`src/design/xpu_pkg.sv`:
```
// xpu shared definitions
package xpu_pkg;

    localparam int REG_DATA_WIDTH  = 32;
    localparam int REG_ADDR_WIDTH  = 6;
    localparam int TSF_TIMER_WIDTH = 64;
    localparam int MAC_ADDR_WIDTH  = 48;
    localparam int BYTE_CNT_WIDTH  = 16;

    // 10 MHz core clock
    localparam int CLK_PER_US = 10;

    localparam logic [REG_DATA_WIDTH-1:0] HW_VERSION = 32'h5850_0103;

    // register word indices
    localparam logic [REG_ADDR_WIDTH-1:0] REG_SOFT_RST  = 6'd0;
    localparam logic [REG_ADDR_WIDTH-1:0] REG_TSF_LO    = 6'd2;
    localparam logic [REG_ADDR_WIDTH-1:0] REG_TSF_HI    = 6'd3;
    localparam logic [REG_ADDR_WIDTH-1:0] REG_BAND_CHAN = 6'd4;
    localparam logic [REG_ADDR_WIDTH-1:0] REG_IFS_OVR   = 6'd9;
    localparam logic [REG_ADDR_WIDTH-1:0] REG_MAC_LO    = 6'd30;
    localparam logic [REG_ADDR_WIDTH-1:0] REG_MAC_HI    = 6'd31;
    localparam logic [REG_ADDR_WIDTH-1:0] REG_ADDR2_RB  = 6'd37;
    localparam logic [REG_ADDR_WIDTH-1:0] REG_TSF_RT_LO = 6'd58;
    localparam logic [REG_ADDR_WIDTH-1:0] REG_TSF_RT_HI = 6'd59;
    localparam logic [REG_ADDR_WIDTH-1:0] REG_VERSION   = 6'd63;

    // soft reset bit of the rx parser
    localparam int SOFT_RST_PARSE_BIT = 3;

    localparam logic [3:0] BAND_2G4 = 4'd1;

    // default 802.11 OFDM/ERP times in us
    localparam logic [6:0] PREAMBLE_TIME_US = 7'd20;
    localparam logic [4:0] SYMBOL_TIME_US   = 5'd4;
    localparam logic [4:0] SLOT_SHORT_US    = 5'd9;
    localparam logic [4:0] SLOT_LONG_US     = 5'd20;
    localparam logic [6:0] SIFS_2G4_US      = 7'd10;
    localparam logic [6:0] SIFS_5G_US       = 7'd16;
    localparam logic [6:0] RX_DELAY_2G4_US  = 7'd24;
    localparam logic [6:0] RX_DELAY_5G_US   = 7'd25;

    typedef struct packed {
        logic [REG_DATA_WIDTH-1:0]  soft_rst;
        logic [TSF_TIMER_WIDTH-1:0] tsf_load_val;
        logic                       tsf_load_ctl;
        logic [3:0]                 band;
        logic [7:0]                 channel;
        logic                       erp_short_slot;
        logic [REG_DATA_WIDTH-1:0]  ifs_ovr;
        logic [MAC_ADDR_WIDTH-1:0]  mac_addr;
    } xpu_cfg_t;

    typedef struct packed {
        logic [6:0] preamble_sig_time;
        logic [4:0] ofdm_symbol_time;
        logic [4:0] slot_time;
        logic [6:0] sifs_time;
        logic [6:0] phy_rx_start_delay_time;
    } ifs_times_t;

    // frame control in the low half, duration in the high half
    typedef struct packed {
        logic [15:0] duration;
        logic        order;
        logic        protected_frame;
        logic        more_data;
        logic        power_manage;
        logic        retry;
        logic        more_frag;
        logic        from_ds;
        logic        to_ds;
        logic [3:0]  fc_subtype;
        logic [1:0]  fc_type;
        logic [1:0]  version;
    } fc_fields_t;

    typedef union packed {
        logic [REG_DATA_WIDTH-1:0] raw;
        fc_fields_t                fields;
    } fc_di_u;

    typedef struct packed {
        fc_di_u                    fc;
        logic [MAC_ADDR_WIDTH-1:0] addr1;
        logic [MAC_ADDR_WIDTH-1:0] addr2;
        logic [MAC_ADDR_WIDTH-1:0] addr3;
        logic                      fc_valid;
        logic                      addr1_valid;
        logic                      addr2_valid;
        logic                      addr3_valid;
    } rx_hdr_t;

endpackage

```
`src/design/xpu_regs.sv`:
```
// xpu register bank
`timescale 1ns/100ps

module xpu_regs (
    input  logic                                 clk_i,
    input  logic                                 rst_n_i,
    input  logic                                 reg_wr_en_i,
    input  logic                                 reg_rd_en_i,
    input  logic [xpu_pkg::REG_ADDR_WIDTH-1:0]   reg_addr_i,
    input  logic [xpu_pkg::REG_DATA_WIDTH-1:0]   reg_wdata_i,
    input  logic [xpu_pkg::TSF_TIMER_WIDTH-1:0]  tsf_runtime_val_i,
    input  logic [xpu_pkg::MAC_ADDR_WIDTH-1:0]   addr2_i,
    output logic [xpu_pkg::REG_DATA_WIDTH-1:0]   reg_rdata_o,
    output logic                                 reg_rd_valid_o,
    output xpu_pkg::xpu_cfg_t                    cfg_o
);
    import xpu_pkg::*;

    logic [REG_DATA_WIDTH-1:0] soft_rst_q;
    logic [REG_DATA_WIDTH-1:0] tsf_lo_q;
    logic [REG_DATA_WIDTH-1:0] tsf_hi_q;
    logic [REG_DATA_WIDTH-1:0] band_chan_q;
    logic [REG_DATA_WIDTH-1:0] ifs_ovr_q;
    logic [REG_DATA_WIDTH-1:0] mac_lo_q;
    logic [REG_DATA_WIDTH-1:0] mac_hi_q;
    logic [REG_DATA_WIDTH-1:0] rd_mux;
    logic [REG_DATA_WIDTH-1:0] addr2_swap;

    // write side
    always_ff @(posedge clk_i) begin
        if (!rst_n_i) begin
            soft_rst_q  <= '0;
            tsf_lo_q    <= '0;
            tsf_hi_q    <= '0;
            band_chan_q <= '0;
            ifs_ovr_q   <= '0;
            mac_lo_q    <= '0;
            mac_hi_q    <= '0;
        end else if (reg_wr_en_i) begin
            case (reg_addr_i)
                REG_SOFT_RST:  soft_rst_q  <= reg_wdata_i;
                REG_TSF_LO:    tsf_lo_q    <= reg_wdata_i;
                REG_TSF_HI:    tsf_hi_q    <= reg_wdata_i;
                REG_BAND_CHAN: band_chan_q <= reg_wdata_i;
                REG_IFS_OVR:   ifs_ovr_q   <= reg_wdata_i;
                REG_MAC_LO:    mac_lo_q    <= reg_wdata_i;
                REG_MAC_HI:    mac_hi_q    <= reg_wdata_i;
                default: ;
            endcase
        end
    end

    // decoded configuration
    always_comb begin
        cfg_o.soft_rst       = soft_rst_q;
        cfg_o.tsf_load_val   = {tsf_hi_q, tsf_lo_q};
        cfg_o.tsf_load_ctl   = tsf_hi_q[REG_DATA_WIDTH-1];
        cfg_o.band           = band_chan_q[19:16];
        cfg_o.channel        = band_chan_q[7:0];
        cfg_o.erp_short_slot = band_chan_q[24];
        cfg_o.ifs_ovr        = ifs_ovr_q;
        cfg_o.mac_addr       = {mac_hi_q[15:0], mac_lo_q};
    end

    // addr2 bytes 2..5 from low to high byte lane
    assign addr2_swap = {addr2_i[47:40], addr2_i[39:32], addr2_i[31:24], addr2_i[23:16]};

    always_comb begin
        case (reg_addr_i)
            REG_SOFT_RST:  rd_mux = soft_rst_q;
            REG_TSF_LO:    rd_mux = tsf_lo_q;
            REG_TSF_HI:    rd_mux = tsf_hi_q;
            REG_BAND_CHAN: rd_mux = band_chan_q;
            REG_IFS_OVR:   rd_mux = ifs_ovr_q;
            REG_MAC_LO:    rd_mux = mac_lo_q;
            REG_MAC_HI:    rd_mux = mac_hi_q;
            REG_ADDR2_RB:  rd_mux = addr2_swap;
            REG_TSF_RT_LO: rd_mux = tsf_runtime_val_i[REG_DATA_WIDTH-1:0];
            REG_TSF_RT_HI: rd_mux = tsf_runtime_val_i[TSF_TIMER_WIDTH-1:REG_DATA_WIDTH];
            REG_VERSION:   rd_mux = HW_VERSION;
            default:       rd_mux = '0;
        endcase
    end

    // read data valid one cycle after the strobe
    always_ff @(posedge clk_i) begin
        if (!rst_n_i) begin
            reg_rd_valid_o <= 1'b0;
        end else begin
            reg_rd_valid_o <= reg_rd_en_i;
        end
    end

    always_ff @(posedge clk_i) begin
        if (reg_rd_en_i) begin
            reg_rdata_o <= rd_mux;
        end
    end

endmodule

```
`src/design/tsf_timer.sv`:
```
// TSF timer
`timescale 1ns/100ps

module tsf_timer (
    input  logic                                clk_i,
    input  logic                                rst_n_i,
    input  logic                                tsf_load_ctl_i,
    input  logic [xpu_pkg::TSF_TIMER_WIDTH-1:0] tsf_load_val_i,
    output logic [xpu_pkg::TSF_TIMER_WIDTH-1:0] tsf_runtime_val_o,
    output logic                                tsf_pulse_1m_o
);
    import xpu_pkg::*;

    localparam int PRESCALE_WIDTH = $clog2(CLK_PER_US);

    logic                      load_ctl_d1;
    logic                      load_ctl_d2;
    logic                      load_edge;
    logic [PRESCALE_WIDTH-1:0] prescale_cnt;

    assign load_edge = load_ctl_d1 & ~load_ctl_d2;

    always_ff @(posedge clk_i) begin
        if (!rst_n_i) begin
            load_ctl_d1       <= 1'b0;
            load_ctl_d2       <= 1'b0;
            prescale_cnt      <= '0;
            tsf_pulse_1m_o    <= 1'b0;
            tsf_runtime_val_o <= '0;
        end else begin
            load_ctl_d1 <= tsf_load_ctl_i;
            load_ctl_d2 <= load_ctl_d1;
            // free running 1 us prescaler
            if (prescale_cnt == PRESCALE_WIDTH'(CLK_PER_US - 1)) begin
                prescale_cnt   <= '0;
                tsf_pulse_1m_o <= 1'b1;
            end else begin
                prescale_cnt   <= prescale_cnt + 1'b1;
                tsf_pulse_1m_o <= 1'b0;
            end
            if (load_edge) begin
                tsf_runtime_val_o <= tsf_load_val_i;
            end else if (tsf_pulse_1m_o) begin
                tsf_runtime_val_o <= tsf_runtime_val_o + 1'b1;
            end
        end
    end

endmodule

```
`src/design/ifs_timing.sv`:
```
// interframe and slot times
`timescale 1ns/100ps

module ifs_timing (
    input  logic [3:0]                         band_i,
    input  logic                               erp_short_slot_i,
    input  logic [xpu_pkg::REG_DATA_WIDTH-1:0] ifs_ovr_i,
    output xpu_pkg::ifs_times_t                ifs_times_o
);
    import xpu_pkg::*;

    logic is_2g4;

    assign is_2g4 = (band_i == BAND_2G4);

    always_comb begin
        if (ifs_ovr_i[31]) begin
            // software supplies every time
            ifs_times_o.preamble_sig_time       = ifs_ovr_i[30:24];
            ifs_times_o.ofdm_symbol_time        = ifs_ovr_i[23:19];
            ifs_times_o.slot_time               = ifs_ovr_i[18:14];
            ifs_times_o.sifs_time               = ifs_ovr_i[13:7];
            ifs_times_o.phy_rx_start_delay_time = ifs_ovr_i[6:0];
        end else begin
            ifs_times_o.preamble_sig_time = PREAMBLE_TIME_US;
            ifs_times_o.ofdm_symbol_time  = SYMBOL_TIME_US;
            if (is_2g4) begin
                // long ERP slot unless short slot is on
                ifs_times_o.slot_time               = erp_short_slot_i ? SLOT_SHORT_US
                                                                       : SLOT_LONG_US;
                ifs_times_o.sifs_time               = SIFS_2G4_US;
                ifs_times_o.phy_rx_start_delay_time = RX_DELAY_2G4_US;
            end else begin
                ifs_times_o.slot_time               = SLOT_SHORT_US;
                ifs_times_o.sifs_time               = SIFS_5G_US;
                ifs_times_o.phy_rx_start_delay_time = RX_DELAY_5G_US;
            end
        end
    end

endmodule

```
`src/design/phy_rx_parse.sv`:
```
// received MAC header parser
`timescale 1ns/100ps

module phy_rx_parse (
    input  logic                               clk_i,
    input  logic                               rst_n_i,
    input  logic                               soft_rst_i,
    input  logic                               pkt_header_valid_strobe_i,
    input  logic                               byte_in_strobe_i,
    input  logic [7:0]                         byte_in_i,
    input  logic [xpu_pkg::BYTE_CNT_WIDTH-1:0] byte_count_i,
    input  logic [xpu_pkg::MAC_ADDR_WIDTH-1:0] self_mac_addr_i,
    output xpu_pkg::rx_hdr_t                   rx_hdr_o,
    output logic                               pkt_for_me_o
);
    import xpu_pkg::*;

    logic                      clear;
    logic [MAC_ADDR_WIDTH-1:0] addr1_next;

    assign clear = !rst_n_i || soft_rst_i || pkt_header_valid_strobe_i;

    // addr1 as it stands once the current byte is shifted in
    assign addr1_next = {byte_in_i, rx_hdr_o.addr1[MAC_ADDR_WIDTH-1:8]};

    always_ff @(posedge clk_i) begin
        if (clear) begin
            rx_hdr_o     <= '0;
            pkt_for_me_o <= 1'b0;
        end else if (byte_in_strobe_i) begin
            // first byte ends up in the lowest bits of each field
            if (byte_count_i <= 16'd3) begin
                rx_hdr_o.fc.raw <= {byte_in_i, rx_hdr_o.fc.raw[REG_DATA_WIDTH-1:8]};
                if (byte_count_i == 16'd3) begin
                    rx_hdr_o.fc_valid <= 1'b1;
                end
            end else if (byte_count_i <= 16'd9) begin
                rx_hdr_o.addr1 <= addr1_next;
                if (byte_count_i == 16'd9) begin
                    rx_hdr_o.addr1_valid <= 1'b1;
                    pkt_for_me_o         <= (addr1_next == self_mac_addr_i);
                end
            end else if (byte_count_i <= 16'd15) begin
                rx_hdr_o.addr2 <= {byte_in_i, rx_hdr_o.addr2[MAC_ADDR_WIDTH-1:8]};
                if (byte_count_i == 16'd15) begin
                    rx_hdr_o.addr2_valid <= 1'b1;
                end
            end else if (byte_count_i <= 16'd21) begin
                rx_hdr_o.addr3 <= {byte_in_i, rx_hdr_o.addr3[MAC_ADDR_WIDTH-1:8]};
                if (byte_count_i == 16'd21) begin
                    rx_hdr_o.addr3_valid <= 1'b1;
                end
            end
        end
    end

endmodule

```
`src/design/xpu.sv`:
```
// xpu top level
`timescale 1ns/100ps

module xpu (
    input  logic                                s00_axi_aclk_i,
    input  logic                                rst_n_i,
    input  logic                                reg_wr_en_i,
    input  logic                                reg_rd_en_i,
    input  logic [xpu_pkg::REG_ADDR_WIDTH-1:0]  reg_addr_i,
    input  logic [xpu_pkg::REG_DATA_WIDTH-1:0]  reg_wdata_i,
    output logic [xpu_pkg::REG_DATA_WIDTH-1:0]  reg_rdata_o,
    output logic                                reg_rd_valid_o,
    input  logic                                pkt_header_valid_strobe_i,
    input  logic                                byte_in_strobe_i,
    input  logic [7:0]                          byte_in_i,
    input  logic [xpu_pkg::BYTE_CNT_WIDTH-1:0]  byte_count_i,
    output logic [xpu_pkg::TSF_TIMER_WIDTH-1:0] tsf_runtime_val_o,
    output logic                                tsf_pulse_1m_o,
    output logic [3:0]                          band_o,
    output logic [7:0]                          channel_o,
    output logic [xpu_pkg::MAC_ADDR_WIDTH-1:0]  mac_addr_o,
    output xpu_pkg::ifs_times_t                 ifs_times_o,
    output logic [xpu_pkg::REG_DATA_WIDTH-1:0]  fc_di_o,
    output logic                                fc_di_valid_o,
    output logic [1:0]                          fc_type_o,
    output logic [3:0]                          fc_subtype_o,
    output logic [15:0]                         duration_o,
    output logic [xpu_pkg::MAC_ADDR_WIDTH-1:0]  addr1_o,
    output logic                                addr1_valid_o,
    output logic [xpu_pkg::MAC_ADDR_WIDTH-1:0]  addr2_o,
    output logic                                addr2_valid_o,
    output logic [xpu_pkg::MAC_ADDR_WIDTH-1:0]  addr3_o,
    output logic                                addr3_valid_o,
    output logic                                pkt_for_me_o
);
    import xpu_pkg::*;

    xpu_cfg_t cfg;
    rx_hdr_t  rx_hdr;

    xpu_regs i_xpu_regs (
        .clk_i             (s00_axi_aclk_i),
        .rst_n_i           (rst_n_i),
        .reg_wr_en_i       (reg_wr_en_i),
        .reg_rd_en_i       (reg_rd_en_i),
        .reg_addr_i        (reg_addr_i),
        .reg_wdata_i       (reg_wdata_i),
        .tsf_runtime_val_i (tsf_runtime_val_o),
        .addr2_i           (rx_hdr.addr2),
        .reg_rdata_o       (reg_rdata_o),
        .reg_rd_valid_o    (reg_rd_valid_o),
        .cfg_o             (cfg)
    );

    tsf_timer i_tsf_timer (
        .clk_i             (s00_axi_aclk_i),
        .rst_n_i           (rst_n_i),
        .tsf_load_ctl_i    (cfg.tsf_load_ctl),
        .tsf_load_val_i    (cfg.tsf_load_val),
        .tsf_runtime_val_o (tsf_runtime_val_o),
        .tsf_pulse_1m_o    (tsf_pulse_1m_o)
    );

    ifs_timing i_ifs_timing (
        .band_i           (cfg.band),
        .erp_short_slot_i (cfg.erp_short_slot),
        .ifs_ovr_i        (cfg.ifs_ovr),
        .ifs_times_o      (ifs_times_o)
    );

    phy_rx_parse i_phy_rx_parse (
        .clk_i                     (s00_axi_aclk_i),
        .rst_n_i                   (rst_n_i),
        .soft_rst_i                (cfg.soft_rst[SOFT_RST_PARSE_BIT]),
        .pkt_header_valid_strobe_i (pkt_header_valid_strobe_i),
        .byte_in_strobe_i          (byte_in_strobe_i),
        .byte_in_i                 (byte_in_i),
        .byte_count_i              (byte_count_i),
        .self_mac_addr_i           (cfg.mac_addr),
        .rx_hdr_o                  (rx_hdr),
        .pkt_for_me_o              (pkt_for_me_o)
    );

    assign band_o        = cfg.band;
    assign channel_o     = cfg.channel;
    assign mac_addr_o    = cfg.mac_addr;

    // side channel gets the raw word, decoders get the fields
    assign fc_di_o       = rx_hdr.fc.raw;
    assign fc_di_valid_o = rx_hdr.fc_valid;
    assign fc_type_o     = rx_hdr.fc.fields.fc_type;
    assign fc_subtype_o  = rx_hdr.fc.fields.fc_subtype;
    assign duration_o    = rx_hdr.fc.fields.duration;
    assign addr1_o       = rx_hdr.addr1;
    assign addr1_valid_o = rx_hdr.addr1_valid;
    assign addr2_o       = rx_hdr.addr2;
    assign addr2_valid_o = rx_hdr.addr2_valid;
    assign addr3_o       = rx_hdr.addr3;
    assign addr3_valid_o = rx_hdr.addr3_valid;

endmodule

```
`config.mk`:
```
export PLATFORM = sky130hd
export DESIGN_NAME = xpu
export DESIGN_NICKNAME = d
export VERILOG_FILES = /design/src/design/xpu_pkg.sv /design/src/design/xpu_regs.sv /design/src/design/tsf_timer.sv /design/src/design/ifs_timing.sv /design/src/design/phy_rx_parse.sv /design/src/design/xpu.sv
export SDC_FILE = /design/constraint.sdc
export NUM_CORES = 1
export LEC_CHECK = 0
export ABC_AREA = 1
export BUFFER_PORTS_ARGS = -buffer_cell sky130_fd_sc_hd__buf_2
export CORE_MARGIN = 10
export CORE_UTILIZATION = 45
export DETAILED_ROUTE_END_ITERATION = 8
export PLACE_DENSITY = 0.74
export SLEW_MARGIN = 20
export SYNTH_ARGS = -nofsm -noshare
export SYNTH_HDL_FRONTEND = slang
export SYNTH_SLANG_ARGS = --single-unit
export TNS_END_PERCENT = 20
```
`constraint.sdc`:
```
create_clock -name s00_axi_aclk_i -period 2.3 [get_ports s00_axi_aclk_i]
set_input_delay 0.69 -clock s00_axi_aclk_i [delete_from_list [all_inputs] [get_ports s00_axi_aclk_i]]
set_output_delay 0.69 -clock s00_axi_aclk_i [all_outputs]
set_load 0.02 [all_outputs]
```
==> results.yml <==
layout:
  stdcell_count: 4343
  drive_gt1_share_pct: 20.0
  final_nets: 3678
  area_growth_pct: 20.9
floorplan:
  core_sq_mm: 0.0514
  die_h_um: 248
  die-area_sq_mm: 0.0615
  start_util_pct: 45.5
  chipWidth_um: 248
  ios: 460
  fp-row-count: 83
place:
  place.gp.congestion: 1.02
  hpwl_um: 79700
  dp.cells: 4228
  numPortBuffers: 459
critical_path:
  worstSetupEndpoint: "ifs_times_o[17]"
  path_delay_family: "simple AND/OR/NAND/NOR gates"
  crit_buf_inv: 2
  crit_path_start: "i_xpu_regs.band_chan_q[19]"
  r2r_start: "i_tsf_timer.tsf_runtime_val_o[19]"
  critPathKind: "flip-flop to primary output"
  crit_path_max_fanout: 3
  crit_chain: "nor4_4 > nand2_2 > nor2_4 > buf_6 > a21oi_2 > buf_4"
  crit_slowest_cell: "dfxtp_2"
  start_kind: "flip-flop"
  max_stage_delay_ns: 0.36
  path_depth: 6
  r2r_end: "i_tsf_timer.tsf_runtime_val_o[57]"
  critPathRequiredTime_ns: 1.61
  end_kind: "primary output"
  r2r_cells: 9
  reg2reg_slack_ns: 0.22
  cp.arrival_ns: 2.00
sta:
  clock_skew_ns: 0.0177
  period_share_pct: 117
  holdWs_ns: 0.367
  slew_viol_final: 0
  hold_viol: 0
  max_freq_mhz: 372
  finalSetupViolations: 12
  setup_ws_ns: -0.391
  rsz0062_at_grt: "yes"
  min_period_ns: 2.69
  relSlewSlack_pct: 39.7
  tightestPinTransition_ns: 0.903
global_routing:
  antenna_found_initial: 14
  grt_pass1_vias: 22500
  gr-total-overflow: 0
  grt_pass1_wl_um: 148000
  globalRouteTotalUtil_pct: 31.8
  grt_max_degree: 108
clocking:
  root_buffer: "clkbuf_16"
  cts_buffers: 54
  path_clk_slew_ns: 0.06
  cts_tree: "built"
  clk_path_buf_depth: 3
  cts_num_sinks: 509
  htreeDepth: 2
  clk-insertion-delay-late_ns: 0.63
  cts_hold_buf: 0
route:
  drt-pass1-iter-count: 6
  vias: 24600
  wl_per_cell_um: 23.8
  drtAntennaViolNets: 0
  drc_errors: 0
  drt-vias-per-instance: 5.66
  drt-total-wl_um: 103000
  drtIter0Drc: 3455
logic_synthesis:
  syn_area_sq_mm: 0.0234
  synth_cells: 3239
  synth_top_family_by_area: "compound AO/OA/AOI/OAI gates"
  synthAdderAreaFrac_pct: 0.160
  synth_compound_area_share_pct: 21.7
  synth-seq-cells: 509
  synth-simple-area-share_pct: 19.3
  synth_async_sr_flop_share_pct: 0
  synth_most_common_cell: "nor2_1"
  yosysSeqAreaShare_pct: 44.9
  synth_xor_area_share_pct: 2.24
  ys.warnings.count: 0
  yosys-top-cells-count: "nor2_1 (532), dfxtp_1 (477), o21ai_0 (410)"
  ys.flop_type: "dfxtp_1"
  synth_edf_count: 32
  synth_fp_nets: 3310
  syn_avg_cell_area_sq_um: 7.23
  yosys.area.top_type: "dfxtp_1"
  synthDistinctLibCells: 41
  synth_top_area_share_pct: 40.8
  ys_top_cells_by_area: "dfxtp_1 (41%), o21ai_0 (8.8%), nor2_1 (8.5%)"
  synth_mux_area_share_pct: 0
job:
  cap_violations: 0
pwr:
  vdd_drop_max_v: 0.000588
  power_density_mw_per_mm2: 668
  power.leakage_uw: 0.0118
min_path:
  hold_class: "primary input to flip-flop"
run_status:
  violations: "negative setup slack"
  status: "complete, but fails checks"
sequential cells by signal, summed over array words and instances (netlist names):
register	count
i_xpu_regs.mac_lo_q	32
i_phy_rx_parse.pkt_for_me_o	1
i_tsf_timer.tsf_pulse_1m_o	1
i_xpu_regs.ifs_ovr_q	32
i_xpu_regs.band_chan_q	32
i_xpu_regs.reg_rd_valid_o	1
i_tsf_timer.load_ctl_d1	1
i_tsf_timer.load_ctl_d2	1
i_tsf_timer.tsf_runtime_val_o	64
i_xpu_regs.reg_rdata_o	32
i_xpu_regs.mac_hi_q	32
i_phy_rx_parse.rx_hdr_o	180
i_tsf_timer.prescale_cnt	4
i_xpu_regs.soft_rst_q	32
i_xpu_regs.tsf_lo_q	32
i_xpu_regs.tsf_hi_q	32
cells in the final DEF, fill, tap and decap left out, types with 4 or more instances in the layout:
master and instances:
clkinv_1 6, nor2_4 10, nand3_1 69, nor3_1 22
bufinv_16 5, clkinv_2 14, a22oi_1 8, diode_2 10
nor2_2 18, xnor2_1 35, a211oi_1 22, xor2_1 25
o21ai_1 23, nand2_2 4, clkbuf_1 7, o21ai_2 4
dfxtp_1 475, inv_1 339, o21ai_0 404, o22ai_1 118
buf_6 6, edfxtp_1 32, nand3_2 4, buf_12 26
clkbuf_16 55, nor4_1 4, clkbuf_8 8, buf_4 85
nand2_1 404, nor2_1 530, buf_2 452, a21oi_1 329
a221oi_1 19, a31oi_1 16, inv_2 18, nand4_1 27
through the flow:
stage / area, sq um / setup TNS [ns] / power [uW] / util (%) / setup WS [ns]
after floorplan: 23400 / 0 / 9530 / - / 0.397
after global routing: 28300 / -3.88 / 19400 / 55.0 / -0.467
after global placement: 26300 / -0.973 / 9900 / 51.2 / -0.255
after detailed placement: 26300 / -0.934 / 9910 / 51.2 / -0.252
final: 28300 / -3.01 / 18900 / 55.1 / -0.391
after CTS: 28300 / -3.15 / 18900 / 55.0 / -0.441
worst min-delay path, delay by kind of cell:
kind / cells / cell delay [ns]
AO/OA/AOI/OAI: 1 / 0.05
AND/OR/NAND/NOR: 2 / 0.12
buffers and inverters: 1 / 0.09
metal layers:
layer  global-route usage (%)  share of wire, %
met1                     40.8                38
met2                     49.7                44
met3                     7.23                12
met4                     15.9               5.8
met5                        0             0.078
power by group:
part	switching [uW]	internal (uW)	leakage, uW
Combinational	540	196	0.00672
Clock	3930	5250	0.000921
Sequential	47.2	8960	0.00417
worst min path at each step:
stage,startpoint,endpoint,slack [ns],cells after the start
3_5_place_dp,i_xpu_regs.tsf_hi_q[31],i_tsf_timer.load_ctl_d1,0.42,2
4_1_cts,byte_count_i[4],i_phy_rx_parse.rx_hdr_o[3],0.35,4
5_1_grt,byte_count_i[4],i_phy_rx_parse.rx_hdr_o[3],0.38,4
6_report,byte_count_i[4],i_phy_rx_parse.rx_hdr_o[3],0.37,4
2_1_floorplan,i_xpu_regs.tsf_hi_q[31],i_tsf_timer.load_ctl_d1,0.41,2
3_3_place_gp,i_xpu_regs.tsf_hi_q[31],i_tsf_timer.load_ctl_d1,0.42,2
area by class of cell:
| class | instances | area [sq um] |
|---|---|---|
| fillers | 4956 | 23100 |
| clock inverters | 32 | 339 |
| repair buffers | 569 | 3490 |
| diodes | 10 | 25.0 |
| flip-flops and latches | 509 | 10500 |
| well taps | 680 | 851 |
| clock buffers | 70 | 1510 |
| inverters | 360 | 1360 |
| multi-input cells | 2113 | 10200 |
cell families after synthesis:
logic type	after synthesis
AOI/OAI and AO/OA	950
xor gates and xnor gates	60
adders and majority gates	3
buffers and inverters	617
DFF	509
and+or+nand+nor	1100
repair_timing:
item | 4_1_cts | 5_1_grt
resized for setup | 34 | 0
endpoints found under the setup margin | 25 | 20
setup buffers | 3 | 0
pin swaps | 3 | 2
Note: power is estimated with default switching activity, not from simulation.
